$ cat config.mk
export PLATFORM = sky130hd
export DESIGN_NAME = cpu_decode
export DESIGN_NICKNAME = d
export VERILOG_FILES = /design/src/cpu_pkg.sv /design/src/cpu_decode.sv
export VERILOG_INCLUDE_DIRS = /design/src /design/src/include
export SDC_FILE = /design/constraint.sdc
export NUM_CORES = 1
export LEC_CHECK = 0
export CAP_MARGIN = 20
export CORE_ASPECT_RATIO = 1.1
export CORE_MARGIN = 1.5
export CORE_UTILIZATION = 26
export CTS_CLUSTER_SIZE = 8
export DETAILED_ROUTE_END_ITERATION = 7
export DONT_BUFFER_PORTS = 1
export GPL_ROUTABILITY_DRIVEN = 0
export GPL_TIMING_DRIVEN = 0
export MAX_ROUTING_LAYER = met4
export PLACE_DENSITY = 0.47
export SETUP_SLACK_MARGIN = 0.2
export SLEW_MARGIN = 20
export SYNTH_ARGS = -nofsm -noshare
export SYNTH_HDL_FRONTEND = slang
export SYNTH_SLANG_ARGS = --single-unit
$ cat constraint.sdc
create_clock -name clk -period 3.91 [get_ports clk]
set_clock_uncertainty 0.2 [all_clocks]
set_input_delay 0.391 -clock clk [delete_from_list [all_inputs] [get_ports clk]]
set_output_delay 0.391 -clock clk [all_outputs]
set_load 0.05 [all_outputs]
$ cat src/include/cpu_defs.svh
// cpu defines: widths, memory depths, host address map of the pipelined core
`ifndef CPU_DEFS_SVH
`define CPU_DEFS_SVH

`define XLEN         32
`define ADDR_W       16
`define REG_SEL_W    4       // 16 registers

// loader word counts, one word per memory entry
`define IMEM_WORDS   64
`define DMEM_WORDS   64

////////////////////////////////////////
// host address map
////////////////////////////////////////
`define DM_LOAD_BASE 16'h1000 // data word k requested at base + 4k
`define HOST_BASE    16'h9000 // stores at or above go to the host

`endif

$ cat src/cpu_pkg.sv
// cpu types: opcodes, host ops, loader states and pipeline register layouts
`include "cpu_defs.svh"

package cpu_pkg;

    // fields: opcode [31:24], rd [23:20], rs [19:16], rt [15:12], imm [15:0]
    // st writes rd to mem[rs+imm], beq/bne compare rs with rd
    typedef enum logic [7:0] {
        OP_NOP  = 8'h00,
        OP_ADD  = 8'h01,
        OP_SUB  = 8'h02,
        OP_AND  = 8'h03,
        OP_OR   = 8'h04,
        OP_XOR  = 8'h05,
        OP_ADDI = 8'h09,
        OP_BEQ  = 8'h31,
        OP_BNE  = 8'h33,
        OP_JMP  = 8'h3D,
        OP_LD   = 8'h81,
        OP_ST   = 8'h83
    } opcode_t;

    typedef enum logic [1:0] {
        HOST_IDLE  = 2'b00,
        HOST_READ  = 2'b01,
        HOST_WRITE = 2'b11
    } host_op_t;

    typedef enum logic [2:0] {
        ST_IDLE,
        ST_LOAD_IM,
        ST_LOAD_DM,
        ST_RUN,
        ST_WRT_HOST
    } host_state_t;

    ////////////////////////////////////////
    // pipeline registers
    ////////////////////////////////////////
    typedef struct packed {
        opcode_t op;
        logic    use_imm;
        logic    reg_wr;
        logic    mem_rd;
        logic    mem_wr;
        logic    mem_to_reg;
        logic    is_branch;
    } ctrl_t;

    typedef struct packed {
        logic [`XLEN-1:0]   instr;
        logic [`ADDR_W-1:0] pc;
    } if_id_t;

    typedef struct packed {
        ctrl_t                 ctrl;
        logic [`XLEN-1:0]      val1;  // rs
        logic [`XLEN-1:0]      val2;  // rt, or rd for st/beq/bne
        logic [`XLEN-1:0]      imm;
        logic [`REG_SEL_W-1:0] rd;
    } id_ex_t;

    typedef struct packed {
        ctrl_t                 ctrl;
        logic [`XLEN-1:0]      alu_res;
        logic [`REG_SEL_W-1:0] rd;
    } ex_mem_t;

    typedef struct packed {
        logic                  reg_wr;
        logic [`REG_SEL_W-1:0] rd;
        logic [`XLEN-1:0]      wb_data;
    } mem_wb_t;

    typedef struct packed {
        logic               valid;
        logic [`ADDR_W-1:0] addr;
        logic [`XLEN-1:0]   data;
    } store_req_t;

    typedef struct packed {
        logic               valid;
        logic               to_dmem;  // 0 = instruction memory
        logic [`ADDR_W-3:0] idx;
        logic [`XLEN-1:0]   data;
    } load_wr_t;

    // control fields for one opcode
    function automatic ctrl_t decode_ctrl(input logic [7:0] code);
        ctrl_t c;
        c = '0;
        c.op = opcode_t'(code);
        case (code)
            OP_ADD, OP_SUB, OP_AND, OP_OR, OP_XOR: begin
                c.reg_wr = 1'b1;
            end
            OP_ADDI: begin
                c.use_imm = 1'b1;
                c.reg_wr  = 1'b1;
            end
            OP_LD: begin
                c.use_imm    = 1'b1;
                c.reg_wr     = 1'b1;
                c.mem_rd     = 1'b1;
                c.mem_to_reg = 1'b1;
            end
            OP_ST: begin
                c.use_imm = 1'b1;
                c.mem_wr  = 1'b1;
            end
            OP_BEQ, OP_BNE, OP_JMP: begin
                c.is_branch = 1'b1;
            end
            default: begin
                c.op = OP_NOP; // unknown codes run as nop
            end
        endcase
        return c;
    endfunction

    // second source taken from the rd field
    function automatic logic uses_rd(input logic [7:0] code);
        return (code == OP_ST) || (code == OP_BEQ) || (code == OP_BNE);
    endfunction

endpackage

$ cat src/cpu_decode.sv
// decode stage: control decode, 16-entry register file and the ID/EX register
`timescale 1ns/1ns
`include "cpu_defs.svh"

module cpu_decode (
    input  logic              clk,
    input  logic              rst_n,
    input  logic              core_hold,
    input  cpu_pkg::if_id_t   if_id,
    input  cpu_pkg::mem_wb_t  mem_wb,
    output cpu_pkg::id_ex_t   id_ex
);

    logic [`XLEN-1:0]      regs [0:(1 << `REG_SEL_W)-1];
    cpu_pkg::ctrl_t        ctrl;
    logic [`REG_SEL_W-1:0] sel1, sel2;
    logic [`XLEN-1:0]      imm_ext;

    assign ctrl    = cpu_pkg::decode_ctrl(if_id.instr[31:24]);
    assign sel1    = if_id.instr[19:16];
    assign sel2    = cpu_pkg::uses_rd(if_id.instr[31:24]) ? if_id.instr[23:20]
                                                          : if_id.instr[15:12];
    assign imm_ext = {{(`XLEN-16){if_id.instr[15]}}, if_id.instr[15:0]};

    ////////////////////////////////////////
    // register file, written from writeback
    ////////////////////////////////////////
    always_ff @(posedge clk or negedge rst_n) begin
        if (!rst_n) begin
            for (int i = 0; i < (1 << `REG_SEL_W); i++) begin
                regs[i] <= '0;
            end
        end else if (mem_wb.reg_wr) begin
            regs[mem_wb.rd] <= mem_wb.wb_data;
        end
    end

    always_ff @(posedge clk or negedge rst_n) begin
        if (!rst_n) begin
            id_ex <= '0;
        end else if (!core_hold) begin  // frozen while the host write is open
            id_ex.ctrl <= ctrl;
            id_ex.val1 <= regs[sel1];
            id_ex.val2 <= regs[sel2];
            id_ex.imm  <= imm_ext;
            id_ex.rd   <= if_id.instr[23:20];
        end
    end

endmodule

==> impl_metrics.csv <==
group,metric,value,unit
floorplanning,start_util,26.3,%
sta,grt_setup_unrepaired,"false",
yosys,postSynthAreaPerCell,13.3,sq um
yosys,ys_seq_area_share,46.4,%
hold_path,hold_path.class,"input port to register",
floorplanning,row_count,136,
yosys,synthCells,2474,
flow_run,max-cap-violations,0,
detailed_routing,vias,23800,
critical_path,crit_path_end_kind,"register",
sta,period_share,89.8,%
detailed_routing,drt_wl_total,138000,um
floorplanning,die_area,129000,sq um
floorplanning,coreArea,125000,sq um
power,worst_ir_drop_vdd,0.282,mV
placement,pre_cts_slack,-0.358,ns
detailed_routing,via_per_inst,5.50,
sta,drv_slew,0,
floorplanning,die-height,376,um
yosys,synthArstFlopShare,100,%
sta,tightest_slew,1.26,ns
critical_path,crit_required,4.30,ns
critical_path,worstPathCellList,"or4b_4, a21oi_2, buf_6, mux2i_1, buf_2, clkbuf_1, nand2_1, a32oi_1, and3_1",
placement,place_area,35100,sq um
critical_path,worstSetupPathType,"input port to register",
sta,timing.fmax,285,MHz
detailed_routing,wl_per_cell,31.9,um
sta,slew_headroom,15.7,%
layout,fin_nets,2724,
critical_path,critPathMaxFanout,10,
cts,post-cts-setup-buffers,0,
cts,clkSlewWorstSetupHoldPaths,0.05,ns
critical_path,worstPathArrival,3.90,ns
floorplanning,die_w,342,um
cts,worst_skew_pair.late_latency,0.67,ns
cts,clock_sinks,609,
outcome,outcome,"complete, no violations",
global_route,first_global_vias,24200,
power,p_leak,15.5,nW
placement,port_buffers,0,
floorplanning,top_level_ports,202,
sta,timing.final.hold_violations,0,
layout,most-common-layout-cells,"677 x mux2_2, 609 x dfrtp_1, 160 x mux4_2",
critical_path,cp_slowest_cell,"mux2i_1",
yosys,ys_seq_elements,609,
detailed_routing,drc,0,
yosys,netlist_area,32900,sq um
layout,design_area,38200,sq um
layout,mostFrequentLayoutCell,"mux2_2",
yosys,synth.distinct_cells,51,
cts,cts_tree,"built",
sta,worst_slack,0.398,ns
power,pwr_density_cell,546,nW/um^2
placement,dp_hpwl,90900,um
cts,cts_htree_levels,3,
yosys,ys_warn_count,0,
global_route,grt.total_usage,21.9,%
layout,layout-drive-gt1-share,39.5,%
global_route,grt_first_pass_wirelength,193000,um
detailed_routing,drt_iter0_drc,2342,
sta,setup_viol,0,
global_route,antenna_found_initial,10,
yosys,ys.flop_type,"dfrtp_1",
critical_path,slowest_delay,0.68,ns
critical_path,crit_family,"buffers and inverters",
detailed_routing,ant_nets,0,
critical_path,cp-start-kind,"input port",
global_route,gr-total-overflow,0,
cts,cts_buffer_depth,3,
cts,clockRootBuffer,"clkbuf_16",
sta,post-route-min-period,3.51,ns
layout,syn2layout_area_growth,16.3,%
critical_path,path_buf_inv,3,
detailed_routing,dr.pass1.iters,5,
yosys,synthesis.nets,2562,
global_route,grt_max_degree,610,
cts,numCtsBuffers,86,
yosys,synth-edff-count,0,
## area by class of cell
| cell class | instances | area [sq um] |
|---|---|---|
| tap | 1656 | 2070 |
| multi-input combinational | 1608 | 16500 |
| clock inverter | 6 | 96.3 |
| antenna | 19 | 47.5 |
| inverter | 6 | 22.5 |
| sequential | 609 | 15200 |
| clock buffer | 90 | 2230 |
| fill | 12800 | 87000 |
| timing repair buffer | 74 | 843 |
| buffer | 251 | 1130 |
## power breakdown
group          leakage, nW  internal [mW]  total [mW]  switching, mW
registers             7.47           7.74        9.85           2.10
logic                 6.88           2.37        4.07           1.70
clock network         1.14           4.00        6.94           2.93
total                 15.5           14.1        20.9           6.73
## timing repair
item                                    4_1_cts  5_1_grt
hold buffers                                 62        3
hold endpoints to repair                    831      300
endpoints found under the setup margin        0        1
resized for setup                             0        3
## flip-flops by register name (all words and copies together), names as in the netlist
name,cells
id_ex,97
regs,512
## final timing paths
path | slack (ns) | depth (start not counted) | end | startpoint
setup / recovery | 0.40 | 9 | id_ex[59] | if_id[42]
hold / removal | 0.05 | 4 | id_ex[104] | if_id[43]
setup reg to reg | 1.80 | 3 | id_ex[84] | regs[176]
hold reg to reg | 0.33 | 1 | regs[296] | regs[296]
max in group asynchronous | 0.98 | 5 | regs[486] | rst_n
min in group asynchronous | 0.23 | 3 | regs[216] | rst_n
## synth_stat cells, types with 29 or more instances
cell / number / area [sq um]
a2111oi_0: 55 / 482
a21oi_1: 120 / 601
a32oi_1: 36 / 315
and3_1: 83 / 519
buf_1: 36 / 135
clkbuf_1: 166 / 623
dfrtp_1: 609 / 15200
mux2_2: 677 / 7620
mux2i_1: 137 / 1370
mux4_2: 160 / 3600
nand2_1: 106 / 398
nor2b_1: 29 / 181
## logic make-up (layout without fill, tap and decap cells)
logic type,Yosys count,count (layout),synth area share (%)
and+or+nand+nor,304,304,4.96
DFF,609,609,46.4
AOI/OAI and AO/OA,330,330,7.01
buffers and inverters,257,427,3.36
other,0,19,0
muxes,974,974,38.3
## through the flow
stage | total power, mW | util, % | setup TNS [ns] | hold slack [ns] | instances
2_1_floorplan | 12.4 | - | 0 | -0.105 | 2474
3_3_place_gp | 13.7 | 27.9 | -31.45 | -0.0410 | 4130
3_5_place_dp | 13.8 | 28.0 | -10.17 | -0.0406 | 4136
4_1_cts | 20.8 | 30.4 | 0 | -0.734 | 4294
5_1_grt | 21.7 | 30.5 | 0 | 0.0789 | 4312
6_report | 20.9 | 30.5 | 0 | 0.0547 | 4319
## layer usage
layer	wire (um)	global-route usage [%]	vias to the layer above
met3	11000	5.08	218
li1	-	-	9762
met1	57200	27.5	12800
met4	4480	7.76	0
met5	0	-	-
met2	65200	34.4	1011
## worst reg2reg max path: stages, from the launching register on
cell and delay [ns]:
dfrtp_1 0.44, mux4_2 0.50, mux4_2 0.57, mux2_2 0.30
No activity file was read; power rests on OpenSTA's default activity.
