<file path="config.mk">
export PLATFORM = sky130hd
export DESIGN_NAME = cpu_mem_stage
export DESIGN_NICKNAME = d
export VERILOG_FILES = /design/src/cpu_pkg.sv /design/src/cpu_mem_stage.sv
export VERILOG_INCLUDE_DIRS = /design/src /design/src/include
export SDC_FILE = /design/constraint.sdc
export NUM_CORES = 2
export LEC_CHECK = 0
export BUFFER_PORTS_ARGS = -buffer_cell sky130_fd_sc_hd__clkbuf_2
export CORE_ASPECT_RATIO = 1.2
export CORE_MARGIN = 2
export CORE_UTILIZATION = 51
export CTS_BUF_LIST = sky130_fd_sc_hd__clkbuf_2
export DETAILED_ROUTE_END_ITERATION = 8
export PLACE_DENSITY = 0.7
export SYNTH_ARGS = -nofsm -noshare
export SYNTH_HDL_FRONTEND = slang
export SYNTH_SLANG_ARGS = --single-unit
</file>
<file path="constraint.sdc">
create_clock -name clk -period 1.8 [get_ports clk]
set_input_delay 0.18 -clock clk [delete_from_list [all_inputs] [get_ports clk]]
set_output_delay 0.18 -clock clk [all_outputs]
set_load 0.02 [all_outputs]
</file>
<file path="src/include/cpu_defs.svh">
// cpu defines: widths, memory depths, host address map of the pipelined core
`ifndef CPU_DEFS_SVH
`define CPU_DEFS_SVH

`define XLEN         32
`define ADDR_W       16
`define REG_SEL_W    4       // 16 registers

// loader word counts, one word per memory entry
`define IMEM_WORDS   64
`define DMEM_WORDS   64

////////////////////////////////////////
// host address map
////////////////////////////////////////
`define DM_LOAD_BASE 16'h1000 // data word k requested at base + 4k
`define HOST_BASE    16'h9000 // stores at or above go to the host

`endif

</file>
<file path="src/cpu_pkg.sv">
// cpu types: opcodes, host ops, loader states and pipeline register layouts
`include "cpu_defs.svh"

package cpu_pkg;

    // fields: opcode [31:24], rd [23:20], rs [19:16], rt [15:12], imm [15:0]
    // st writes rd to mem[rs+imm], beq/bne compare rs with rd
    typedef enum logic [7:0] {
        OP_NOP  = 8'h00,
        OP_ADD  = 8'h01,
        OP_SUB  = 8'h02,
        OP_AND  = 8'h03,
        OP_OR   = 8'h04,
        OP_XOR  = 8'h05,
        OP_ADDI = 8'h09,
        OP_BEQ  = 8'h31,
        OP_BNE  = 8'h33,
        OP_JMP  = 8'h3D,
        OP_LD   = 8'h81,
        OP_ST   = 8'h83
    } opcode_t;

    typedef enum logic [1:0] {
        HOST_IDLE  = 2'b00,
        HOST_READ  = 2'b01,
        HOST_WRITE = 2'b11
    } host_op_t;

    typedef enum logic [2:0] {
        ST_IDLE,
        ST_LOAD_IM,
        ST_LOAD_DM,
        ST_RUN,
        ST_WRT_HOST
    } host_state_t;

    ////////////////////////////////////////
    // pipeline registers
    ////////////////////////////////////////
    typedef struct packed {
        opcode_t op;
        logic    use_imm;
        logic    reg_wr;
        logic    mem_rd;
        logic    mem_wr;
        logic    mem_to_reg;
        logic    is_branch;
    } ctrl_t;

    typedef struct packed {
        logic [`XLEN-1:0]   instr;
        logic [`ADDR_W-1:0] pc;
    } if_id_t;

    typedef struct packed {
        ctrl_t                 ctrl;
        logic [`XLEN-1:0]      val1;  // rs
        logic [`XLEN-1:0]      val2;  // rt, or rd for st/beq/bne
        logic [`XLEN-1:0]      imm;
        logic [`REG_SEL_W-1:0] rd;
    } id_ex_t;

    typedef struct packed {
        ctrl_t                 ctrl;
        logic [`XLEN-1:0]      alu_res;
        logic [`REG_SEL_W-1:0] rd;
    } ex_mem_t;

    typedef struct packed {
        logic                  reg_wr;
        logic [`REG_SEL_W-1:0] rd;
        logic [`XLEN-1:0]      wb_data;
    } mem_wb_t;

    typedef struct packed {
        logic               valid;
        logic [`ADDR_W-1:0] addr;
        logic [`XLEN-1:0]   data;
    } store_req_t;

    typedef struct packed {
        logic               valid;
        logic               to_dmem;  // 0 = instruction memory
        logic [`ADDR_W-3:0] idx;
        logic [`XLEN-1:0]   data;
    } load_wr_t;

    // control fields for one opcode
    function automatic ctrl_t decode_ctrl(input logic [7:0] code);
        ctrl_t c;
        c = '0;
        c.op = opcode_t'(code);
        case (code)
            OP_ADD, OP_SUB, OP_AND, OP_OR, OP_XOR: begin
                c.reg_wr = 1'b1;
            end
            OP_ADDI: begin
                c.use_imm = 1'b1;
                c.reg_wr  = 1'b1;
            end
            OP_LD: begin
                c.use_imm    = 1'b1;
                c.reg_wr     = 1'b1;
                c.mem_rd     = 1'b1;
                c.mem_to_reg = 1'b1;
            end
            OP_ST: begin
                c.use_imm = 1'b1;
                c.mem_wr  = 1'b1;
            end
            OP_BEQ, OP_BNE, OP_JMP: begin
                c.is_branch = 1'b1;
            end
            default: begin
                c.op = OP_NOP; // unknown codes run as nop
            end
        endcase
        return c;
    endfunction

    // second source taken from the rd field
    function automatic logic uses_rd(input logic [7:0] code);
        return (code == OP_ST) || (code == OP_BEQ) || (code == OP_BNE);
    endfunction

endpackage

</file>
<file path="src/cpu_mem_stage.sv">
// memory stage: data memory and the MEM/WB register with writeback select
`timescale 1ns/1ns
`include "cpu_defs.svh"

module cpu_mem_stage (
    input  logic              clk,
    input  logic              rst_n,
    input  cpu_pkg::ex_mem_t  ex_mem,
    input  logic [`XLEN-1:0]  store_data,
    input  cpu_pkg::load_wr_t load_wr,
    output cpu_pkg::mem_wb_t  mem_wb
);

    localparam int DM_IDX_W = $clog2(`DMEM_WORDS);

    logic [`XLEN-1:0]    dmem [0:`DMEM_WORDS-1];
    logic [`XLEN-1:0]    st_data_q;
    logic [`XLEN-1:0]    rd_data;
    logic [DM_IDX_W-1:0] idx;
    logic                local_st;

    assign idx      = ex_mem.alu_res[DM_IDX_W+1:2];
    assign local_st = ex_mem.ctrl.mem_wr && (ex_mem.alu_res[`ADDR_W-1:0] < `HOST_BASE);

    // store data leaves execute one cycle ahead, lines up with ex_mem
    always_ff @(posedge clk) begin
        st_data_q <= store_data;
    end

    always_ff @(posedge clk) begin
        if (load_wr.valid && load_wr.to_dmem) begin
            dmem[load_wr.idx[DM_IDX_W-1:0]] <= load_wr.data;
        end else if (local_st) begin
            dmem[idx] <= st_data_q;
        end
    end

    assign rd_data = ex_mem.ctrl.mem_rd ? dmem[idx] : '0;

    always_ff @(posedge clk or negedge rst_n) begin
        if (!rst_n) begin
            mem_wb <= '0;
        end else begin
            mem_wb.reg_wr  <= ex_mem.ctrl.reg_wr;
            mem_wb.rd      <= ex_mem.rd;
            mem_wb.wb_data <= ex_mem.ctrl.mem_to_reg ? rd_data : ex_mem.alu_res;
        end
    end

endmodule

</file>
==> flow_summary.yaml <==
timing:
  tightest_slew_ps: 1290
  setup_violations: 83
  hold_viol: 0
  maxSlewHeadroom_pct: 14.0
  fin_crit_sh_pct: 155
  timing.final.crit_period_ps: 2790
  rsz0062_at_grt: "yes"
  setup_tns_ps: -37320
  fmax_mhz: 358
  fin_skew_ps: 188
  slew_viol_final: 0
  setup_slack_ps: -991
place:
  gp_congestion: 0.912
  io_buffer_count: 150
  dp_hpwl_um: 133000
  dp_slack_ps: -1190
yosys:
  synthTopCellsByArea: "edfxtp_1 76%, mux4_2 15%, mux2i_1 1.6%"
  synth_top_area_share_pct: 76.3
  yosys_warnings: 0
  ys.flop_type: "edfxtp_1"
  synth_edf_count: 2048
  synth_fp_nets: 3632
  syn_inst: 3500
  yosys.area.top_type: "edfxtp_1"
  syn_area_um2: 80600
  avgSynthCellArea_um2: 23.0
  yosysSeqAreaShare_pct: 78.2
  synthMostInstantiatedCell: "edfxtp_1"
  synth.top_cells.by_count: "2048 x edfxtp_1, 546 x mux4_2, 141 x nand2_1"
  synthArstFlopShare_pct: 1.75
  ys_ff_latch: 2117
  yosysUniqueCellTypes: 51
power_and_ir_drop:
  sw_frac_of_total_pct: 25.0
  combPwrFrac_pct: 8.7
  power_frac_seq_pct: 58.9
  power.leakage_nw: 34.0
  power.density_nw_per_um2: 939
  cell_internal_pwr_w: 0.0700
  ir_drop_mv: 0.792
  p_clk_share_pct: 32.4
  switching_power_w: 0.0234
critical_path:
  r2r_cells: 4
  path_delay_family: "flip-flops"
  max_stage_delay_ps: 510
  path_cells: "buf_6"
  crit_path_start_kind: "register"
  critical_path_depth: 1
  crit_buf_inv: 1
  cp_max_fo: 1
  worstPathArrival_ps: 2610
  critPathCaptureType: "primary output"
  path_class: "register to primary output"
  required_ps: 1620
  cp_slowest_cell: "dfrtp_2"
min_path:
  whs_path_depth: 6
  hold_path_class: "primary input to register"
job:
  maxCapViolCount: 0
final_layout:
  nets: 5013
  n_fill_cell: 10400
  drive_gt1_share_pct: 42.5
  syn2layout_area_growth_pct: 23.3
grt:
  met2_usage_pct: 48.0
  grt_max_degree: 65
  busiest_layer: "met2"
  overflow: 0
  globalRouteTotalUtil_pct: 29.2
  use_met1_pct: 37.4
  grt_pass1_wl_um: 331000
  grt_antenna_before_repair: 4
  use_met3_pct: 6.20
  grt_pass1_vias: 46700
clock_tree:
  cts-root-buf: "clkbuf_2"
  htreeDepth: 5
  cts_max_path_buffers: 4
  clock-sinks: 2117
  clk_pin_slew_ps: 130
  cts_tree: "built"
  clk_latency_ps: 1920
  cts_buffers: 495
floorplan:
  chipHeight_um: 439
  initial_utilization_pct: 51.4
  pin_count: 169
  die_area_um2: 161000
  die_x_um: 367
  rows: 159
  core_um2: 157000
drt:
  first_pass_iters: 8
  totalWireLength_um: 233000
  routedWlPerCell_um: 31.7
  drtIter0Drc: 6254
  drc: 0
  num_vias: 45000
  viasPerCell: 6.12
  postRouteAntennaNets: 0
run_status:
  status: "finished, violations left"
  violations: "negative setup slack"
cells by family (layout without fill, tap and decap cells):
family,Yosys count,after routing,synth area share (%)
compound gates,191,191,1.74
buf+inv,201,1958,1.29
flops,2117,2117,78.2
mux,699,699,17.2
other cells,0,6,0
simple gates,292,292,1.54
metrics by stage:
stage | hold slack, ps | area [µm²] | util [%] | power [W] | std cells
after global placement | 35.8 | 90300 | 57.6 | 0.0629 | 6083
final | 79.6 | 99400 | 63.4 | 0.0934 | 7356
after floorplan | -116 | 81600 | - | 0.0597 | 3500
after CTS | -2.52 | 99000 | 63.1 | 0.0933 | 7340
after detailed placement | 40.1 | 90300 | 57.6 | 0.0630 | 6083
after global routing | -6.97 | 99400 | 63.4 | 0.0966 | 7354
what timing repair did:
action                                  in CTS  in global routing
gates cloned                                 0                  2
hold buffers                               385                  2
setup buffers                                0                 12
endpoints found under the setup margin      69               4165
endpoints found under the hold margin     4202                  2
resized for setup                          114                113
pin swaps                                   28                 12
registers in the layout, indices dropped and copies added (netlist names):
signal     cells
dmem        2048
mem_wb        37
st_data_q     32
worst paths after layout:
check / from / to / slack [ps]
setup / recovery: mem_wb[2]$_DFF_PN0_ / mem_wb[2] / -990
hold / removal: ex_mem[19] / mem_wb[15]$_DFF_PN0_ / 80
setup reg to reg: dmem[55][18]$_DFFE_PP_ / mem_wb[18]$_DFF_PN0_ / -270
hold reg to reg: st_data_q[11]$_DFF_P_ / dmem[5][11]$_DFFE_PP_ / 770
max in group asynchronous: rst_n / mem_wb[24]$_DFF_PN0_ / 680
min in group asynchronous: rst_n / mem_wb[18]$_DFF_PN0_ / 320
cell type report:
type	instances	area [µm²]	share of cell area, %
tap	2093	2620	2.63
sequential	2117	63100	63.5
inverter	18	77.6	0.0780
timing repair buffer	1067	11500	11.5
clock inverter	134	667	0.671
clock buffer	739	3700	3.72
multi-input combinational	1182	17800	17.9
antenna	6	15.0	0.0151
placed cells by master (no fill, tap or decap), types with 11 or more instances in the layout:
cell and instances:
dfxtp_1 32, nor2_4 66, inv_1 12, clkinv_1 108, nand3_1 19, a31oi_1 19
a22oi_2 15, buf_8 19, dfrtp_2 11, mux2_2 12, dfrtp_1 26, nand2_4 12
a22oi_1 59, nand2_2 36, clkbuf_2 848, clkinv_2 17, buf_4 330, o221ai_2 11
buf_12 197, nor2_1 12, nand2_1 93, buf_6 28, mux4_2 546, a221oi_1 11
dlygate4sd3_1 373, edfxtp_1 2048, mux2i_1 120
per-layer routing:
layer	vias up	part of all wire, %
met5	-	0.0039
met4	2	4.9
met3	553	10
met2	3087	50
met1	23400	35
li1	18000	-
power by group through the flow:
| stage | Combinational, W | Clock (W) | Sequential [W] |
|---|---|---|---|
| after CTS | 0.00780 | 0.0306 | 0.0549 |
| after global placement | 0.00682 | 0 | 0.0560 |
| final | 0.00810 | 0.0303 | 0.0550 |
| after floorplan | 0.00353 | 0 | 0.0561 |
| after detailed placement | 0.00696 | 0 | 0.0561 |
| after global routing | 0.00839 | 0.0332 | 0.0550 |
(Power assumes the default switching activity.)
