[src/include/cpu_defs.svh]
// cpu defines: widths, memory depths, host address map of the pipelined core
`ifndef CPU_DEFS_SVH
`define CPU_DEFS_SVH

`define XLEN         32
`define ADDR_W       16
`define REG_SEL_W    4       // 16 registers

// loader word counts, one word per memory entry
`define IMEM_WORDS   64
`define DMEM_WORDS   64

////////////////////////////////////////
// host address map
////////////////////////////////////////
`define DM_LOAD_BASE 16'h1000 // data word k requested at base + 4k
`define HOST_BASE    16'h9000 // stores at or above go to the host

`endif

[src/cpu_pkg.sv]
// cpu types: opcodes, host ops, loader states and pipeline register layouts
`include "cpu_defs.svh"

package cpu_pkg;

    // fields: opcode [31:24], rd [23:20], rs [19:16], rt [15:12], imm [15:0]
    // st writes rd to mem[rs+imm], beq/bne compare rs with rd
    typedef enum logic [7:0] {
        OP_NOP  = 8'h00,
        OP_ADD  = 8'h01,
        OP_SUB  = 8'h02,
        OP_AND  = 8'h03,
        OP_OR   = 8'h04,
        OP_XOR  = 8'h05,
        OP_ADDI = 8'h09,
        OP_BEQ  = 8'h31,
        OP_BNE  = 8'h33,
        OP_JMP  = 8'h3D,
        OP_LD   = 8'h81,
        OP_ST   = 8'h83
    } opcode_t;

    typedef enum logic [1:0] {
        HOST_IDLE  = 2'b00,
        HOST_READ  = 2'b01,
        HOST_WRITE = 2'b11
    } host_op_t;

    typedef enum logic [2:0] {
        ST_IDLE,
        ST_LOAD_IM,
        ST_LOAD_DM,
        ST_RUN,
        ST_WRT_HOST
    } host_state_t;

    ////////////////////////////////////////
    // pipeline registers
    ////////////////////////////////////////
    typedef struct packed {
        opcode_t op;
        logic    use_imm;
        logic    reg_wr;
        logic    mem_rd;
        logic    mem_wr;
        logic    mem_to_reg;
        logic    is_branch;
    } ctrl_t;

    typedef struct packed {
        logic [`XLEN-1:0]   instr;
        logic [`ADDR_W-1:0] pc;
    } if_id_t;

    typedef struct packed {
        ctrl_t                 ctrl;
        logic [`XLEN-1:0]      val1;  // rs
        logic [`XLEN-1:0]      val2;  // rt, or rd for st/beq/bne
        logic [`XLEN-1:0]      imm;
        logic [`REG_SEL_W-1:0] rd;
    } id_ex_t;

    typedef struct packed {
        ctrl_t                 ctrl;
        logic [`XLEN-1:0]      alu_res;
        logic [`REG_SEL_W-1:0] rd;
    } ex_mem_t;

    typedef struct packed {
        logic                  reg_wr;
        logic [`REG_SEL_W-1:0] rd;
        logic [`XLEN-1:0]      wb_data;
    } mem_wb_t;

    typedef struct packed {
        logic               valid;
        logic [`ADDR_W-1:0] addr;
        logic [`XLEN-1:0]   data;
    } store_req_t;

    typedef struct packed {
        logic               valid;
        logic               to_dmem;  // 0 = instruction memory
        logic [`ADDR_W-3:0] idx;
        logic [`XLEN-1:0]   data;
    } load_wr_t;

    // control fields for one opcode
    function automatic ctrl_t decode_ctrl(input logic [7:0] code);
        ctrl_t c;
        c = '0;
        c.op = opcode_t'(code);
        case (code)
            OP_ADD, OP_SUB, OP_AND, OP_OR, OP_XOR: begin
                c.reg_wr = 1'b1;
            end
            OP_ADDI: begin
                c.use_imm = 1'b1;
                c.reg_wr  = 1'b1;
            end
            OP_LD: begin
                c.use_imm    = 1'b1;
                c.reg_wr     = 1'b1;
                c.mem_rd     = 1'b1;
                c.mem_to_reg = 1'b1;
            end
            OP_ST: begin
                c.use_imm = 1'b1;
                c.mem_wr  = 1'b1;
            end
            OP_BEQ, OP_BNE, OP_JMP: begin
                c.is_branch = 1'b1;
            end
            default: begin
                c.op = OP_NOP; // unknown codes run as nop
            end
        endcase
        return c;
    endfunction

    // second source taken from the rd field
    function automatic logic uses_rd(input logic [7:0] code);
        return (code == OP_ST) || (code == OP_BEQ) || (code == OP_BNE);
    endfunction

endpackage

[src/cpu_host_ctrl.sv]
// host controller: linear program/data loader and held host-write FSM
`timescale 1ns/1ns
`include "cpu_defs.svh"

module cpu_host_ctrl (
    input  logic                 clk,
    input  logic                 rst_n,
    input  logic                 ready,
    input  logic                 rd_valid,
    input  logic                 tx_done,
    input  logic [`XLEN-1:0]     ex_wrt_data,
    input  cpu_pkg::store_req_t  store_req,
    output cpu_pkg::host_op_t    op,
    output logic [`ADDR_W-1:0]   ex_addr,
    output logic [`XLEN-1:0]     ex_rd_data,
    output cpu_pkg::load_wr_t    load_wr,
    output logic                 core_hold
);

    cpu_pkg::host_state_t state, state_nxt;
    logic [`ADDR_W-3:0]   cnt;       // word within current block
    logic [`ADDR_W-1:0]   wr_addr;
    logic [`XLEN-1:0]     wr_data;
    logic                 last_word;
    logic                 host_store;

    assign host_store = store_req.valid && (store_req.addr >= `HOST_BASE);
    assign last_word  = (state == cpu_pkg::ST_LOAD_IM) ? (cnt == `IMEM_WORDS - 1)
                                                       : (cnt == `DMEM_WORDS - 1);

    always_ff @(posedge clk or negedge rst_n) begin
        if (!rst_n) begin
            state <= cpu_pkg::ST_IDLE;
            cnt   <= '0;
        end else begin
            state <= state_nxt;
            if (load_wr.valid) begin
                cnt <= last_word ? '0 : cnt + 1'b1; // restart for the next block
            end
        end
    end

    // store address/data held for the host until tx_done
    always_ff @(posedge clk) begin
        if ((state == cpu_pkg::ST_RUN) && host_store) begin
            wr_addr <= store_req.addr;
            wr_data <= store_req.data;
        end
    end

    ////////////////////////////////////////
    // next state and host port
    ////////////////////////////////////////
    always_comb begin
        state_nxt       = state;
        op              = cpu_pkg::HOST_IDLE;
        ex_addr         = '0;
        ex_rd_data      = '0;
        load_wr         = '0;
        load_wr.idx     = cnt;
        load_wr.data    = ex_wrt_data;
        core_hold       = 1'b1;
        case (state)
            cpu_pkg::ST_IDLE: begin
                if (ready) begin
                    state_nxt = cpu_pkg::ST_LOAD_IM;
                end
            end
            cpu_pkg::ST_LOAD_IM: begin
                op            = cpu_pkg::HOST_READ;
                ex_addr       = {cnt, 2'b00};
                load_wr.valid = rd_valid;
                if (rd_valid && last_word) begin
                    state_nxt = cpu_pkg::ST_LOAD_DM;
                end
            end
            cpu_pkg::ST_LOAD_DM: begin
                op              = cpu_pkg::HOST_READ;
                ex_addr         = `DM_LOAD_BASE + {cnt, 2'b00};
                load_wr.valid   = rd_valid;
                load_wr.to_dmem = 1'b1;
                if (rd_valid && last_word) begin
                    state_nxt = cpu_pkg::ST_RUN;
                end
            end
            cpu_pkg::ST_RUN: begin
                core_hold = 1'b0;
                if (host_store) begin
                    state_nxt = cpu_pkg::ST_WRT_HOST;
                end
            end
            cpu_pkg::ST_WRT_HOST: begin
                op         = cpu_pkg::HOST_WRITE;
                ex_addr    = wr_addr;
                ex_rd_data = wr_data;
                if (tx_done) begin
                    state_nxt = cpu_pkg::ST_RUN;
                end
            end
            default: begin
                state_nxt = cpu_pkg::ST_IDLE;
            end
        endcase
    end

endmodule

[config.mk]
export PLATFORM = sky130hd
export DESIGN_NAME = cpu_host_ctrl
export DESIGN_NICKNAME = d
export VERILOG_FILES = /design/src/cpu_pkg.sv /design/src/cpu_host_ctrl.sv
export VERILOG_INCLUDE_DIRS = /design/src /design/src/include
export SDC_FILE = /design/constraint.sdc
export NUM_CORES = 1
export LEC_CHECK = 0
export ABC_CLOCK_PERIOD_IN_PS = 3250
export BUFFER_PORTS_ARGS = -buffer_cell sky130_fd_sc_hd__buf_2
export CORE_ASPECT_RATIO = 0.6
export CORE_MARGIN = 10
export CORE_UTILIZATION = 44
export DETAILED_ROUTE_END_ITERATION = 8
export GPL_TIMING_DRIVEN = 0
export MAX_ROUTING_LAYER = met4
export PLACE_DENSITY = 0.83
export SYNTH_ARGS = -nofsm -noshare
export SYNTH_HDL_FRONTEND = slang
export SYNTH_SLANG_ARGS = --single-unit
[constraint.sdc]
create_clock -name clk -period 3.25 [get_ports clk]
set_clock_uncertainty 0.2 [all_clocks]
set_input_delay 0.8125 -clock clk [delete_from_list [all_inputs] [get_ports clk]]
set_output_delay 0.8125 -clock clk [all_outputs]
set_load 0.01 [all_outputs]
==> results.rst <==
.. list-table::
   :header-rows: 1

   * - Metric
     - Value
   * - Ratio of cells with drive above 1 in the final layout
     - 0.508
   * - Buffer count from post-CTS setup fixing
     - 0
   * - Worst relative slew slack
     - 0.621
   * - Standard-cell row count
     - 23
   * - Power share of the combinational group
     - 0.189
   * - Final slew viol count
     - 0
   * - CTS tree
     - done
   * - Post-synthesis instance total
     - 260
   * - Count of endpoints failing setup in the final report
     - 0
   * - Area of the multi-input gates
     - between 900 and 1000 um2
   * - CP max FO
     - 10
   * - Final weighted congestion in routability-driven placement
     - 0.831
   * - Remaining Overflow, GRT
     - 0
   * - Top achievable clock speed
     - 0.327 GHz
   * - Portion of total power attributed to the clock network
     - 0.408
   * - Number of different library cells in the post-synthesis netlist
     - 45
   * - Design Area, Final
     - 4390 um2
   * - Run status
     - finished, final reports clean
   * - Cell type with the highest aggregate area in the netlist
     - edfxtp_1
   * - Setup slack after placement
     - 0.504 ns
   * - Startpoint type of the worst setup path
     - register
   * - Share of synthesized area occupied by flip-flops and latches
     - 0.587
   * - Unrepaired setup endpoints after global routing
     - no
   * - Largest net degree at the start of global routing
     - 28
   * - Final antenna diode count
     - 0
   * - Internal cell power
     - 0.00182 W
   * - Fraction of registers with async set or reset after synthesis
     - 0.262
   * - Final Routed Wirelength
     - 9200 um
   * - Area share of the largest cell type after synthesis
     - 0.453
   * - Peak VDD IR
     - 0.435 mV
   * - Number of top-level pins
     - roughly 190
   * - Sw frac
     - 0.258
   * - Post-Syn Area
     - 3180 um2
   * - Prevailing post-synth register cell
     - edfxtp_1
   * - Ratio of total power to cell area
     - 558 nW/um2
   * - Share of the clock period used by the worst path
     - 0.941
   * - Total of max-cap violations
     - 0
   * - Routed length per placed instance
     - between 15 and 20 um
   * - Nets
     - 513
   * - Standard cell area after detailed placement
     - 4070 um2
   * - Die width
     - 130 um
   * - Number of buffers on the longest clock path
     - 2
   * - Via count of the first global-routing pass
     - 2658
   * - Leakage power
     - 2.11 nW
   * - Final hold violations
     - 0
   * - PostCTS Resize Cnt
     - 0
   * - Detailed-route via count
     - 2547
   * - Overall die area
     - 11100 um2
   * - First-pass iteration count of the detailed router
     - 4
   * - Least-Margin Pin Slew
     - 0.568 ns
   * - CTS sink cnt
     - between 60 and 70
   * - Number of filler instances in the final layout
     - 547
   * - Signal arrival time at the worst endpoint
     - 2.05 ns
   * - CP Capture Type
     - primary output
   * - Number of enable flip-flop cells after synthesis
     - 48
   * - Root buffer cell
     - clkbuf_16
   * - Sequential fraction of design power
     - 0.402
   * - Required time of the worst setup path
     - 2.24 ns
   * - Estimated wirelength of the detail-placed design
     - 7380 um
   * - Deepest level of the CTS H-tree
     - 3
   * - Worst path setup slack after routing
     - 0.192 ns
   * - Layout-stage area growth over the synthesis result
     - 37.8%
   * - Count of antenna-violating nets left after detailed routing
     - 0
   * - Number of register bits inferred by synthesis
     - 65
   * - CTS hold repair buffers
     - 0
   * - Source-to-sink clock delay at the later pin of the worst-skew pair
     - 0.33 ns
   * - Most frequent cells after synthesis
     - edfxtp_1 (48), buf_4 (36), and2_1 (34)
   * - Core region area
     - 6850 um2
   * - YS warnings
     - 0
   * - Antenna violations before repair
     - 0
   * - Total area of sequential cells
     - 1870 um2
   * - Net count after synthesis
     - 349
   * - Die Ht
     - around 86 um
   * - Detailed-route vias per instance
     - roughly 4.9
   * - Clock buffers created by TritonCTS
     - 9
   * - Hold WC Path Type
     - primary input to async pin
   * - Switch Pwr
     - roughly 0.00063 W
   * - Clock-pin slew of the registers on the worst-case setup and hold paths
     - about 0.05 ns
   * - Most repeated cell in the gate-level netlist after synthesis
     - edfxtp_1
   * - Starting utilization of the core area
     - 0.465
   * - Critical setup path kind
     - register to primary output
   * - DRC violations left
     - 0
   * - Synthesized area divided by synthesized cell count
     - 12.2 um2
   * - Number of DRC markers after the initial detailed-route iteration
     - about 170
   * - Wire length of the first global-routing pass
     - about 14000 um
   * - Overall track demand over capacity in global routing
     - 0.165
   * - Min cycle time layout
     - 3.06 ns
   * - Input/output buffers
     - 152
   * - Top area cells in the synthesized netlist
     - edfxtp_1 (45%), dfrtp_1 (13%), buf_4 (8.5%), and2_1 (6.7%), a22o_1 (2.8%)
==> cells in the final DEF, fill, tap and decap left out, types with 2 or more instances in the layout <==
master,Yosys,final
ha_1,3,3
clkbuf_16,0,9
buf_2,4,156
a22o_1,10,10
xnor2_1,7,7
edfxtp_1,48,48
inv_1,5,5
dfrtp_1,17,17
nor3_1,3,3
nand2b_1,3,3
clkinv_2,0,3
nand3_1,7,7
nor2b_1,3,3
nand2_1,18,18
nor2_1,5,5
o21ai_0,7,7
clkbuf_1,2,3
buf_4,36,36
buf_6,2,2
o21ai_1,3,3
o31a_1,2,2
and4_1,2,2
nand4_1,4,4
a21oi_1,6,6
and2_1,34,34
bufinv_16,0,2
a22oi_1,4,4
xor2_1,4,4
==> per-layer routing <==
metal,vias up,part of all wire,track usage
met5,-,0,-
met4,0,0.011,0.0467
met3,9,0.12,0.0725
met2,130,0.48,0.263
met1,1189,0.39,0.185
li1,1219,-,-
==> power by group through the flow <==
| stage | Clock (W) | Sequential, W | Combinational, W |
|---|---|---|---|
| after global routing | 0.00105 | 0.000991 | 0.000518 |
| after global placement | 0 | 0.000999 | 0.000455 |
| after floorplan | 0 | 0.00101 | 0.000261 |
| final | 0.000999 | 0.000985 | 0.000463 |
| after detailed placement | 0 | 0.00100 | 0.000468 |
| after CTS | 0.00102 | 0.000984 | 0.000473 |
==> per-stage QoR <==
stage | util | power, W | hold slack, ns | std cells | TNS [ns]
floorplan | - | 0.00127 | 0.317 | 260 | 0
global placement | 0.592 | 0.00145 | 0.342 | 499 | -10.10
detailed placement | 0.595 | 0.00147 | 0.366 | 500 | 0
CTS | 0.640 | 0.00247 | 0.214 | 516 | 0
global route | 0.640 | 0.00256 | 0.230 | 516 | 0
finish | 0.640 | 0.00245 | 0.210 | 516 | 0
==> cells by family after synthesis <==
kind of cell	share of synthesized area
multiplexers	0.00315
flip-flops	0.587
adder cells (fa/ha/maj)	0.0118
XOR/XNOR	0.0389
buffers and inverters	0.108
AND/OR/NAND/NOR	0.169
AO/OA/AOI/OAI	0.0830
==> registers in the layout (all words and copies together) (netlist names) <==
name	count
wr_addr	16
state	3
cnt	14
wr_data	32
==> area by class of cell <==
type / count / share of cell area
clock buffer: 10 / 0.0522
tap: 87 / 0.0248
clock inverter: 6 / 0.0191
multi-input combinational: 145 / 0.222
buffer: 44 / 0.0730
inverter: 6 / 0.00514
sequential: 65 / 0.426
timing repair buffer: 153 / 0.178
==> worst paths after layout <==
| check | from | end | slack [ns] | cells after the start |
|---|---|---|---|---|
| max in group asynchronous | rst_n | cnt[2] | 2.35 | 1 |
| setup reg to reg | state[2] | wr_addr[11] | 0.99 | 4 |
| min in group clk | cnt[9] | cnt[9] | 0.37 | 1 |
| hold reg to reg | cnt[9] | cnt[9] | 0.37 | 1 |
| hold / removal | rst_n | cnt[5] | 0.21 | 1 |
| setup / recovery | state[1] | ex_rd_data[11] | 0.19 | 7 |
==> worst max-delay path: stages, from the launching register on <==
cell	delay, ns
dfrtp_1	0.38
buf_6	0.16
nor2b_2	0.25
nor2b_1	0.19
buf_2	0.27
buf_4	0.20
and2_1	0.14
buf_2	0.14
(Power assumes the default switching activity.)
