## src/include/cpu_defs.svh

```systemverilog
// cpu defines: widths, memory depths, host address map of the pipelined core
`ifndef CPU_DEFS_SVH
`define CPU_DEFS_SVH

`define XLEN         32
`define ADDR_W       16
`define REG_SEL_W    4       // 16 registers

// loader word counts, one word per memory entry
`define IMEM_WORDS   64
`define DMEM_WORDS   64

////////////////////////////////////////
// host address map
////////////////////////////////////////
`define DM_LOAD_BASE 16'h1000 // data word k requested at base + 4k
`define HOST_BASE    16'h9000 // stores at or above go to the host

`endif

```

## src/cpu_pkg.sv

```systemverilog
// cpu types: opcodes, host ops, loader states and pipeline register layouts
`include "cpu_defs.svh"

package cpu_pkg;

    // fields: opcode [31:24], rd [23:20], rs [19:16], rt [15:12], imm [15:0]
    // st writes rd to mem[rs+imm], beq/bne compare rs with rd
    typedef enum logic [7:0] {
        OP_NOP  = 8'h00,
        OP_ADD  = 8'h01,
        OP_SUB  = 8'h02,
        OP_AND  = 8'h03,
        OP_OR   = 8'h04,
        OP_XOR  = 8'h05,
        OP_ADDI = 8'h09,
        OP_BEQ  = 8'h31,
        OP_BNE  = 8'h33,
        OP_JMP  = 8'h3D,
        OP_LD   = 8'h81,
        OP_ST   = 8'h83
    } opcode_t;

    typedef enum logic [1:0] {
        HOST_IDLE  = 2'b00,
        HOST_READ  = 2'b01,
        HOST_WRITE = 2'b11
    } host_op_t;

    typedef enum logic [2:0] {
        ST_IDLE,
        ST_LOAD_IM,
        ST_LOAD_DM,
        ST_RUN,
        ST_WRT_HOST
    } host_state_t;

    ////////////////////////////////////////
    // pipeline registers
    ////////////////////////////////////////
    typedef struct packed {
        opcode_t op;
        logic    use_imm;
        logic    reg_wr;
        logic    mem_rd;
        logic    mem_wr;
        logic    mem_to_reg;
        logic    is_branch;
    } ctrl_t;

    typedef struct packed {
        logic [`XLEN-1:0]   instr;
        logic [`ADDR_W-1:0] pc;
    } if_id_t;

    typedef struct packed {
        ctrl_t                 ctrl;
        logic [`XLEN-1:0]      val1;  // rs
        logic [`XLEN-1:0]      val2;  // rt, or rd for st/beq/bne
        logic [`XLEN-1:0]      imm;
        logic [`REG_SEL_W-1:0] rd;
    } id_ex_t;

    typedef struct packed {
        ctrl_t                 ctrl;
        logic [`XLEN-1:0]      alu_res;
        logic [`REG_SEL_W-1:0] rd;
    } ex_mem_t;

    typedef struct packed {
        logic                  reg_wr;
        logic [`REG_SEL_W-1:0] rd;
        logic [`XLEN-1:0]      wb_data;
    } mem_wb_t;

    typedef struct packed {
        logic               valid;
        logic [`ADDR_W-1:0] addr;
        logic [`XLEN-1:0]   data;
    } store_req_t;

    typedef struct packed {
        logic               valid;
        logic               to_dmem;  // 0 = instruction memory
        logic [`ADDR_W-3:0] idx;
        logic [`XLEN-1:0]   data;
    } load_wr_t;

    // control fields for one opcode
    function automatic ctrl_t decode_ctrl(input logic [7:0] code);
        ctrl_t c;
        c = '0;
        c.op = opcode_t'(code);
        case (code)
            OP_ADD, OP_SUB, OP_AND, OP_OR, OP_XOR: begin
                c.reg_wr = 1'b1;
            end
            OP_ADDI: begin
                c.use_imm = 1'b1;
                c.reg_wr  = 1'b1;
            end
            OP_LD: begin
                c.use_imm    = 1'b1;
                c.reg_wr     = 1'b1;
                c.mem_rd     = 1'b1;
                c.mem_to_reg = 1'b1;
            end
            OP_ST: begin
                c.use_imm = 1'b1;
                c.mem_wr  = 1'b1;
            end
            OP_BEQ, OP_BNE, OP_JMP: begin
                c.is_branch = 1'b1;
            end
            default: begin
                c.op = OP_NOP; // unknown codes run as nop
            end
        endcase
        return c;
    endfunction

    // second source taken from the rd field
    function automatic logic uses_rd(input logic [7:0] code);
        return (code == OP_ST) || (code == OP_BEQ) || (code == OP_BNE);
    endfunction

endpackage

```

## src/cpu_fetch.sv

```systemverilog
// fetch stage: pc, loader-written instruction memory and the IF/ID register
`timescale 1ns/1ns
`include "cpu_defs.svh"

module cpu_fetch (
    input  logic                clk,
    input  logic                rst_n,
    input  logic                core_hold,
    input  logic                stall,
    input  logic                branch_taken,
    input  logic [`ADDR_W-1:0]  branch_target,
    input  cpu_pkg::load_wr_t   load_wr,
    output logic [`XLEN-1:0]    if_word,
    output cpu_pkg::if_id_t     if_id
);

    localparam int IM_IDX_W = $clog2(`IMEM_WORDS);

    logic [`XLEN-1:0]   imem [0:`IMEM_WORDS-1];
    logic [`ADDR_W-1:0] pc;

    always_ff @(posedge clk) begin
        if (load_wr.valid && !load_wr.to_dmem) begin
            imem[load_wr.idx[IM_IDX_W-1:0]] <= load_wr.data;
        end
    end

    assign if_word = imem[pc[IM_IDX_W+1:2]]; // word addressed

    always_ff @(posedge clk or negedge rst_n) begin
        if (!rst_n) begin
            pc <= '0;
        end else if (branch_taken) begin
            pc <= branch_target;
        end else if (!(stall || core_hold)) begin
            pc <= pc + `ADDR_W'd4;
        end
    end

    // reset nop stays put through loading, held instr waits out a host write
    always_ff @(posedge clk or negedge rst_n) begin
        if (!rst_n) begin
            if_id <= '0;
        end else if (!core_hold) begin
            if (stall) begin
                if_id <= '0;            // injected nop
            end else begin
                if_id.instr <= if_word;
                if_id.pc    <= pc;
            end
        end
    end

endmodule

```

## config.mk

```make
export PLATFORM = sky130hd
export DESIGN_NAME = cpu_fetch
export DESIGN_NICKNAME = d
export VERILOG_FILES = /design/src/cpu_pkg.sv /design/src/cpu_fetch.sv
export VERILOG_INCLUDE_DIRS = /design/src /design/src/include
export SDC_FILE = /design/constraint.sdc
export NUM_CORES = 2
export LEC_CHECK = 0
export BUFFER_PORTS_ARGS = -buffer_cell sky130_fd_sc_hd__buf_4
export CAP_MARGIN = 20
export CORE_UTILIZATION = 50
export CTS_CLUSTER_DIAMETER = 200
export CTS_CLUSTER_SIZE = 10
export DETAILED_ROUTE_END_ITERATION = 8
export GPL_ROUTABILITY_DRIVEN = 0
export HOLD_SLACK_MARGIN = 0.06
export PLACE_DENSITY = 0.66
export RECOVER_POWER = 25
export SETUP_SLACK_MARGIN = 0.2
export SLEW_MARGIN = 20
export SYNTH_ARGS = -nofsm -noshare
export SYNTH_HDL_FRONTEND = slang
export SYNTH_SLANG_ARGS = --single-unit
```

## constraint.sdc

```tcl
create_clock -name clk -period 2.6 [get_ports clk]
set_input_delay 0.13 -clock clk [delete_from_list [all_inputs] [get_ports clk]]
set_output_delay 0.13 -clock clk [all_outputs]
set_load 0.03 [all_outputs]
```

==> results_tabular.tex <==
\begin{tabular}{lr}
\hline
Metric & Value \\
\hline
\multicolumn{2}{l}{\textbf{Timing}} \\
Upper clock frequency limit & roughly 280 MHz \\
Final Skew & 0.0203 ns \\
Tightest slew margin relative to the limit & -64.8\% \\
Worst setup slack after layout & -0.957 ns \\
Period utilisation layout & 137\% \\
Max-slew violations & 140 \\
Setup Total Neg Slack & -27.89 ns \\
Final-report setup violation count & 35 \\
Time the final worst path needs with I/O delays and setup & between 3 and 4 ns \\
Unrepaired setup endpoints after global routing & true \\
Worst Max-Slew Pin Slew & 2.47 ns \\
Number of endpoints with negative hold slack in the final report & 0 \\
\multicolumn{2}{l}{\textbf{Finish}} \\
Filler Cells Inserted & between 10k and 15k \\
Area growth syn-to-layout & 21.7\% \\
Layout net count & between 4k and 5k \\
Post-route cell area & around 99,000 um2 \\
Fraction of final layout cells sized beyond drive strength 1 & between 20\% and 30\% \\
Most frequent cells in the layout & 2,048 x sky130\_fd\_sc\_hd\_\_edfxtp\_1, 510 x sky130\_fd\_sc\_hd\_\_mux2i\_1, 384 x sky130\_fd\_sc\_hd\_\_buf\_4, 259 x sky130\_fd\_sc\_hd\_\_mux4\_2, 236 x sky130\_fd\_sc\_hd\_\_clkbuf\_16 \\
Most common library cell in the layout ignoring fill and taps & sky130\_fd\_sc\_hd\_\_edfxtp\_1 \\
\multicolumn{2}{l}{\textbf{CTS}} \\
Insertion delay of the later-clocked pin in the worst-skew pair & about 0.84 ns \\
Count of H-tree levels built during CTS & 4 \\
Clk sink count & around 2.1k \\
CTS tree & yes \\
Number of buffers inserted during clock tree synthesis & about 230 \\
Clock-pin slew of the registers on the worst-case setup and hold paths & 0.06 ns \\
CTS Root Cell & sky130\_fd\_sc\_hd\_\_clkbuf\_16 \\
Maximum count of clock buffers along a single path & 3 \\
\multicolumn{2}{l}{\textbf{Yosys}} \\
Cell area after synthesis & 81,600 um2 \\
Yosys top cell by area & sky130\_fd\_sc\_hd\_\_edfxtp\_1 \\
Share of Yosys cell area claimed by the top area cell type & 75.3\% \\
Proportion of synthesized flip-flops having asynchronous set or reset & around 3\% \\
Most area-consuming cells after synthesis & sky130\_fd\_sc\_hd\_\_edfxtp\_1 75\%, sky130\_fd\_sc\_hd\_\_mux4\_2 7.1\%, sky130\_fd\_sc\_hd\_\_mux2i\_1 6.4\% \\
Post-synthesis register bit count & approximately 2.1k \\
Syn\_nets & 4,150 \\
Mean cell area of the mapped netlist & 20.0 um2 \\
Synthesis Warnings & 0 \\
Top FF cell, synth & sky130\_fd\_sc\_hd\_\_edfxtp\_1 \\
Number of flops mapped to enable cells by yosys & around 2.0k \\
Number of library cell types mapped by synthesis & 51 \\
Synthesized netlist cell count & just over 4k \\
Portion of the post-synthesis area used by sequential elements & about 77\% \\
\multicolumn{2}{l}{\textbf{Power and ir drop}} \\
Fraction of power consumed by combinational cells & 13.3\% \\
Switching part of the total power & between 20\% and 30\% \\
Power per unit of standard cell area & between 700 and 800 nW/um2 \\
Final Total Pwr & about 77 mW \\
Switching pwr & 18.1 mW \\
Part of the total power dissipated in sequential elements & between 40\% and 50\% \\
Worst supply voltage drop on vdd & 0.784 mV \\
Internal & about 58 mW \\
Leak & approximately 33 nW \\
Clock share of power & between 30\% and 40\% \\
\multicolumn{2}{l}{\textbf{Detailed routing}} \\
Via count of the routed design & 44.3k \\
Count of nets left with antenna violations after detail routing & 0 \\
Iteration count of the initial detailed-routing pass & 6 \\
WL final & around 220 mm \\
Detailed Route Iter0 Violations & just under 5k \\
DRC viols & 0 \\
DR vias/cell & approximately 6.3 \\
Routed length per placed instance & about 31 um \\
\multicolumn{2}{l}{\textbf{Floorplan}} \\
Placeable Area & $\sim$160,000 um2 \\
Die area & roughly 160,000 um2 \\
Die Height & about 400 um \\
Initial standard-cell utilization of the core & roughly half \\
Number of I/O pins & about 150 \\
Floorplan die width & just over 400 um \\
Placement Rows & between 100 and 150 \\
\multicolumn{2}{l}{\textbf{Critical path}} \\
Maximum fanout count along the critical path & 6 \\
Required time worst endpoint & between 2 and 2.5 ns \\
Data arrival, critical path & about 3.4 ns \\
Setup crit end kind & output pin \\
Start-to-end type of the worst setup path & reg -> out \\
Nature of the critical path startpoint & flip-flop \\
\multicolumn{2}{l}{\textbf{Placed design}} \\
Post-detailed-placement half-perimeter wirelength & 129 mm \\
Standard cell area after detailed placement & 89,400 um2 \\
Number of buffers added on ports & between 100 and 150 \\
\multicolumn{2}{l}{\textbf{Job}} \\
Maximum capacitance violations & 3 \\
\multicolumn{2}{l}{\textbf{Global routing}} \\
Overall fraction of global-route tracks in use & a little over a quarter \\
Final global-route overflow total & 0 \\
Initial antenna violation count & 17 \\
Wire length of the first global-routing pass & approximately 310 mm \\
Vias in the first global route & $\sim$44k \\
Maximum number of pins on one net before global-route repair & 65 \\
\multicolumn{2}{l}{\textbf{Status}} \\
Status & complete, but fails checks \\
Violated checks & max-capacitance violations, max-slew violations, negative setup slack \\
\multicolumn{2}{l}{\textbf{Hold path}} \\
Class of the tightest hold or removal check & in -> reg \\
\hline
\end{tabular}
==> final cells by class <==
type | instances | area [um2] | share of cell area [%]
flip-flops and latches | 2112 | 63100 | 63.5
multi-input cells | 1724 | 18800 | 19.0
clock buffers | 332 | 6200 | 6.24
clock inverters | 9 | 128 | 0.128
inverters | 2 | 7.51 | 0.00756
repair buffers | 733 | 8310 | 8.37
well taps | 2160 | 2700 | 2.72
diodes | 8 | 20.0 | 0.0202
==> what timing repair did <==
| item | in CTS | in global routing |
|---|---|---|
| gates resized for setup | 279 | 83 |
| hold buffers | 81 | 0 |
| gates cloned | 16 | 3 |
| pin swaps | 71 | 55 |
| buffers inserted | 58 | 35 |
| setup endpoints to repair | 65 | 66 |
| endpoints found under the hold margin | 2151 | 0 |
==> metrics by stage <==
stage / cells / util (%) / setup WS [ns] / hold WS (ns)
5_1_grt: 7075 / 61.6 / -1.06 / 0.132
3_5_place_dp: 6538 / 55.4 / -0.565 / 0.229
6_report: 7080 / 61.6 / -0.957 / 0.155
4_1_cts: 7034 / 61.2 / -1.01 / 0.0633
3_3_place_gp: 6538 / 55.4 / -0.534 / 0.202
2_1_floorplan: 4080 / - / -0.159 / -0.166
==> per-layer routing <==
metal,vias to the layer above,track usage (%),share of wire [%]
li1,18400,-,-
met5,-,0,0.043
met1,23500,39.0,41
met4,14,7.67,2.7
met3,321,4.72,9.2
met2,2106,41.5,47
==> worst paths after layout <==
path / from / to / slack (ns) / cells after the start
worst max-delay path: pc[2]$_DFFE_PN0N_ / if_word[1] / -0.96 / 12
worst min-delay path: load_wr[35] / imem[25][22]$_DFFE_PP_ / 0.16 / 4
worst max register to register: pc[2]$_DFFE_PN0N_ / if_id[20]$_DFFE_PN0N_ / -0.06 / 11
worst min register to register: if_id[0]$_DFFE_PN0N_ / if_id[0]$_DFFE_PN0N_ / 0.49 / 2
max in group asynchronous: rst_n / pc[2]$_DFFE_PN0N_ / 0.13 / 4
min in group asynchronous: rst_n / if_id[10]$_DFFE_PN0N_ / 1.21 / 4
==> cells in the mapped netlist (15+ instances only) <==
cell type and count:
sky130_fd_sc_hd__nand2_1 109, sky130_fd_sc_hd__a22oi_1 182, sky130_fd_sc_hd__nor2_1 89, sky130_fd_sc_hd__nand3_1 81, sky130_fd_sc_hd__a22o_1 50, sky130_fd_sc_hd__o221ai_1 32, sky130_fd_sc_hd__dfrtp_1 64, sky130_fd_sc_hd__and4_1 18
sky130_fd_sc_hd__o21ai_0 50, sky130_fd_sc_hd__o22ai_1 66, sky130_fd_sc_hd__buf_4 21, sky130_fd_sc_hd__o31ai_1 38, sky130_fd_sc_hd__nand2b_1 18, sky130_fd_sc_hd__mux2i_1 523, sky130_fd_sc_hd__buf_6 17, sky130_fd_sc_hd__nor2b_1 15
sky130_fd_sc_hd__and3_1 22, sky130_fd_sc_hd__a211oi_1 19, sky130_fd_sc_hd__edfxtp_1 2048, sky130_fd_sc_hd__mux4_2 259, sky130_fd_sc_hd__buf_1 22, sky130_fd_sc_hd__buf_2 91, sky130_fd_sc_hd__clkbuf_1 86
==> cell families after synthesis <==
family | count (synthesis) | synth area share, %
XOR/XNOR | 13 | 0.139
flip-flops | 2112 | 77.3
adder cells (fa/ha/maj) | 1 | 0.0153
multiplexers | 792 | 13.7
AO/OA/AOI/OAI | 531 | 4.93
buffers and inverters | 244 | 1.60
AND/OR/NAND/NOR | 387 | 2.31
==> critical path, cell delays in order (launching register included) <==
cell and delay [ns]:
sky130_fd_sc_hd__dfrtp_4 0.57, sky130_fd_sc_hd__buf_12 0.17, sky130_fd_sc_hd__buf_12 0.12, sky130_fd_sc_hd__buf_16 0.14
sky130_fd_sc_hd__buf_16 0.14, sky130_fd_sc_hd__mux4_2 0.32, sky130_fd_sc_hd__mux2i_1 0.07, sky130_fd_sc_hd__buf_4 0.15
sky130_fd_sc_hd__a22oi_1 0.35, sky130_fd_sc_hd__o31ai_4 0.16, sky130_fd_sc_hd__buf_6 0.17, sky130_fd_sc_hd__nand2_2 0.09
sky130_fd_sc_hd__buf_6 0.13
==> power by group through the flow <==
stage | logic [mW] | registers (mW) | clock network [mW]
after floorplan | 4.39 | 38.6 | 0
after global placement | 8.52 | 38.5 | 0
after detailed placement | 8.60 | 38.5 | 0
after CTS | 9.90 | 37.8 | 28.8
after global routing | 10.6 | 37.8 | 30.1
final | 10.2 | 37.8 | 28.5
==> sequential cells by signal, summed over array words and instances (netlist names) <==
signal,flops
pc,16
imem,2048
if_id,48
No activity file was read; power rests on OpenSTA's default activity.
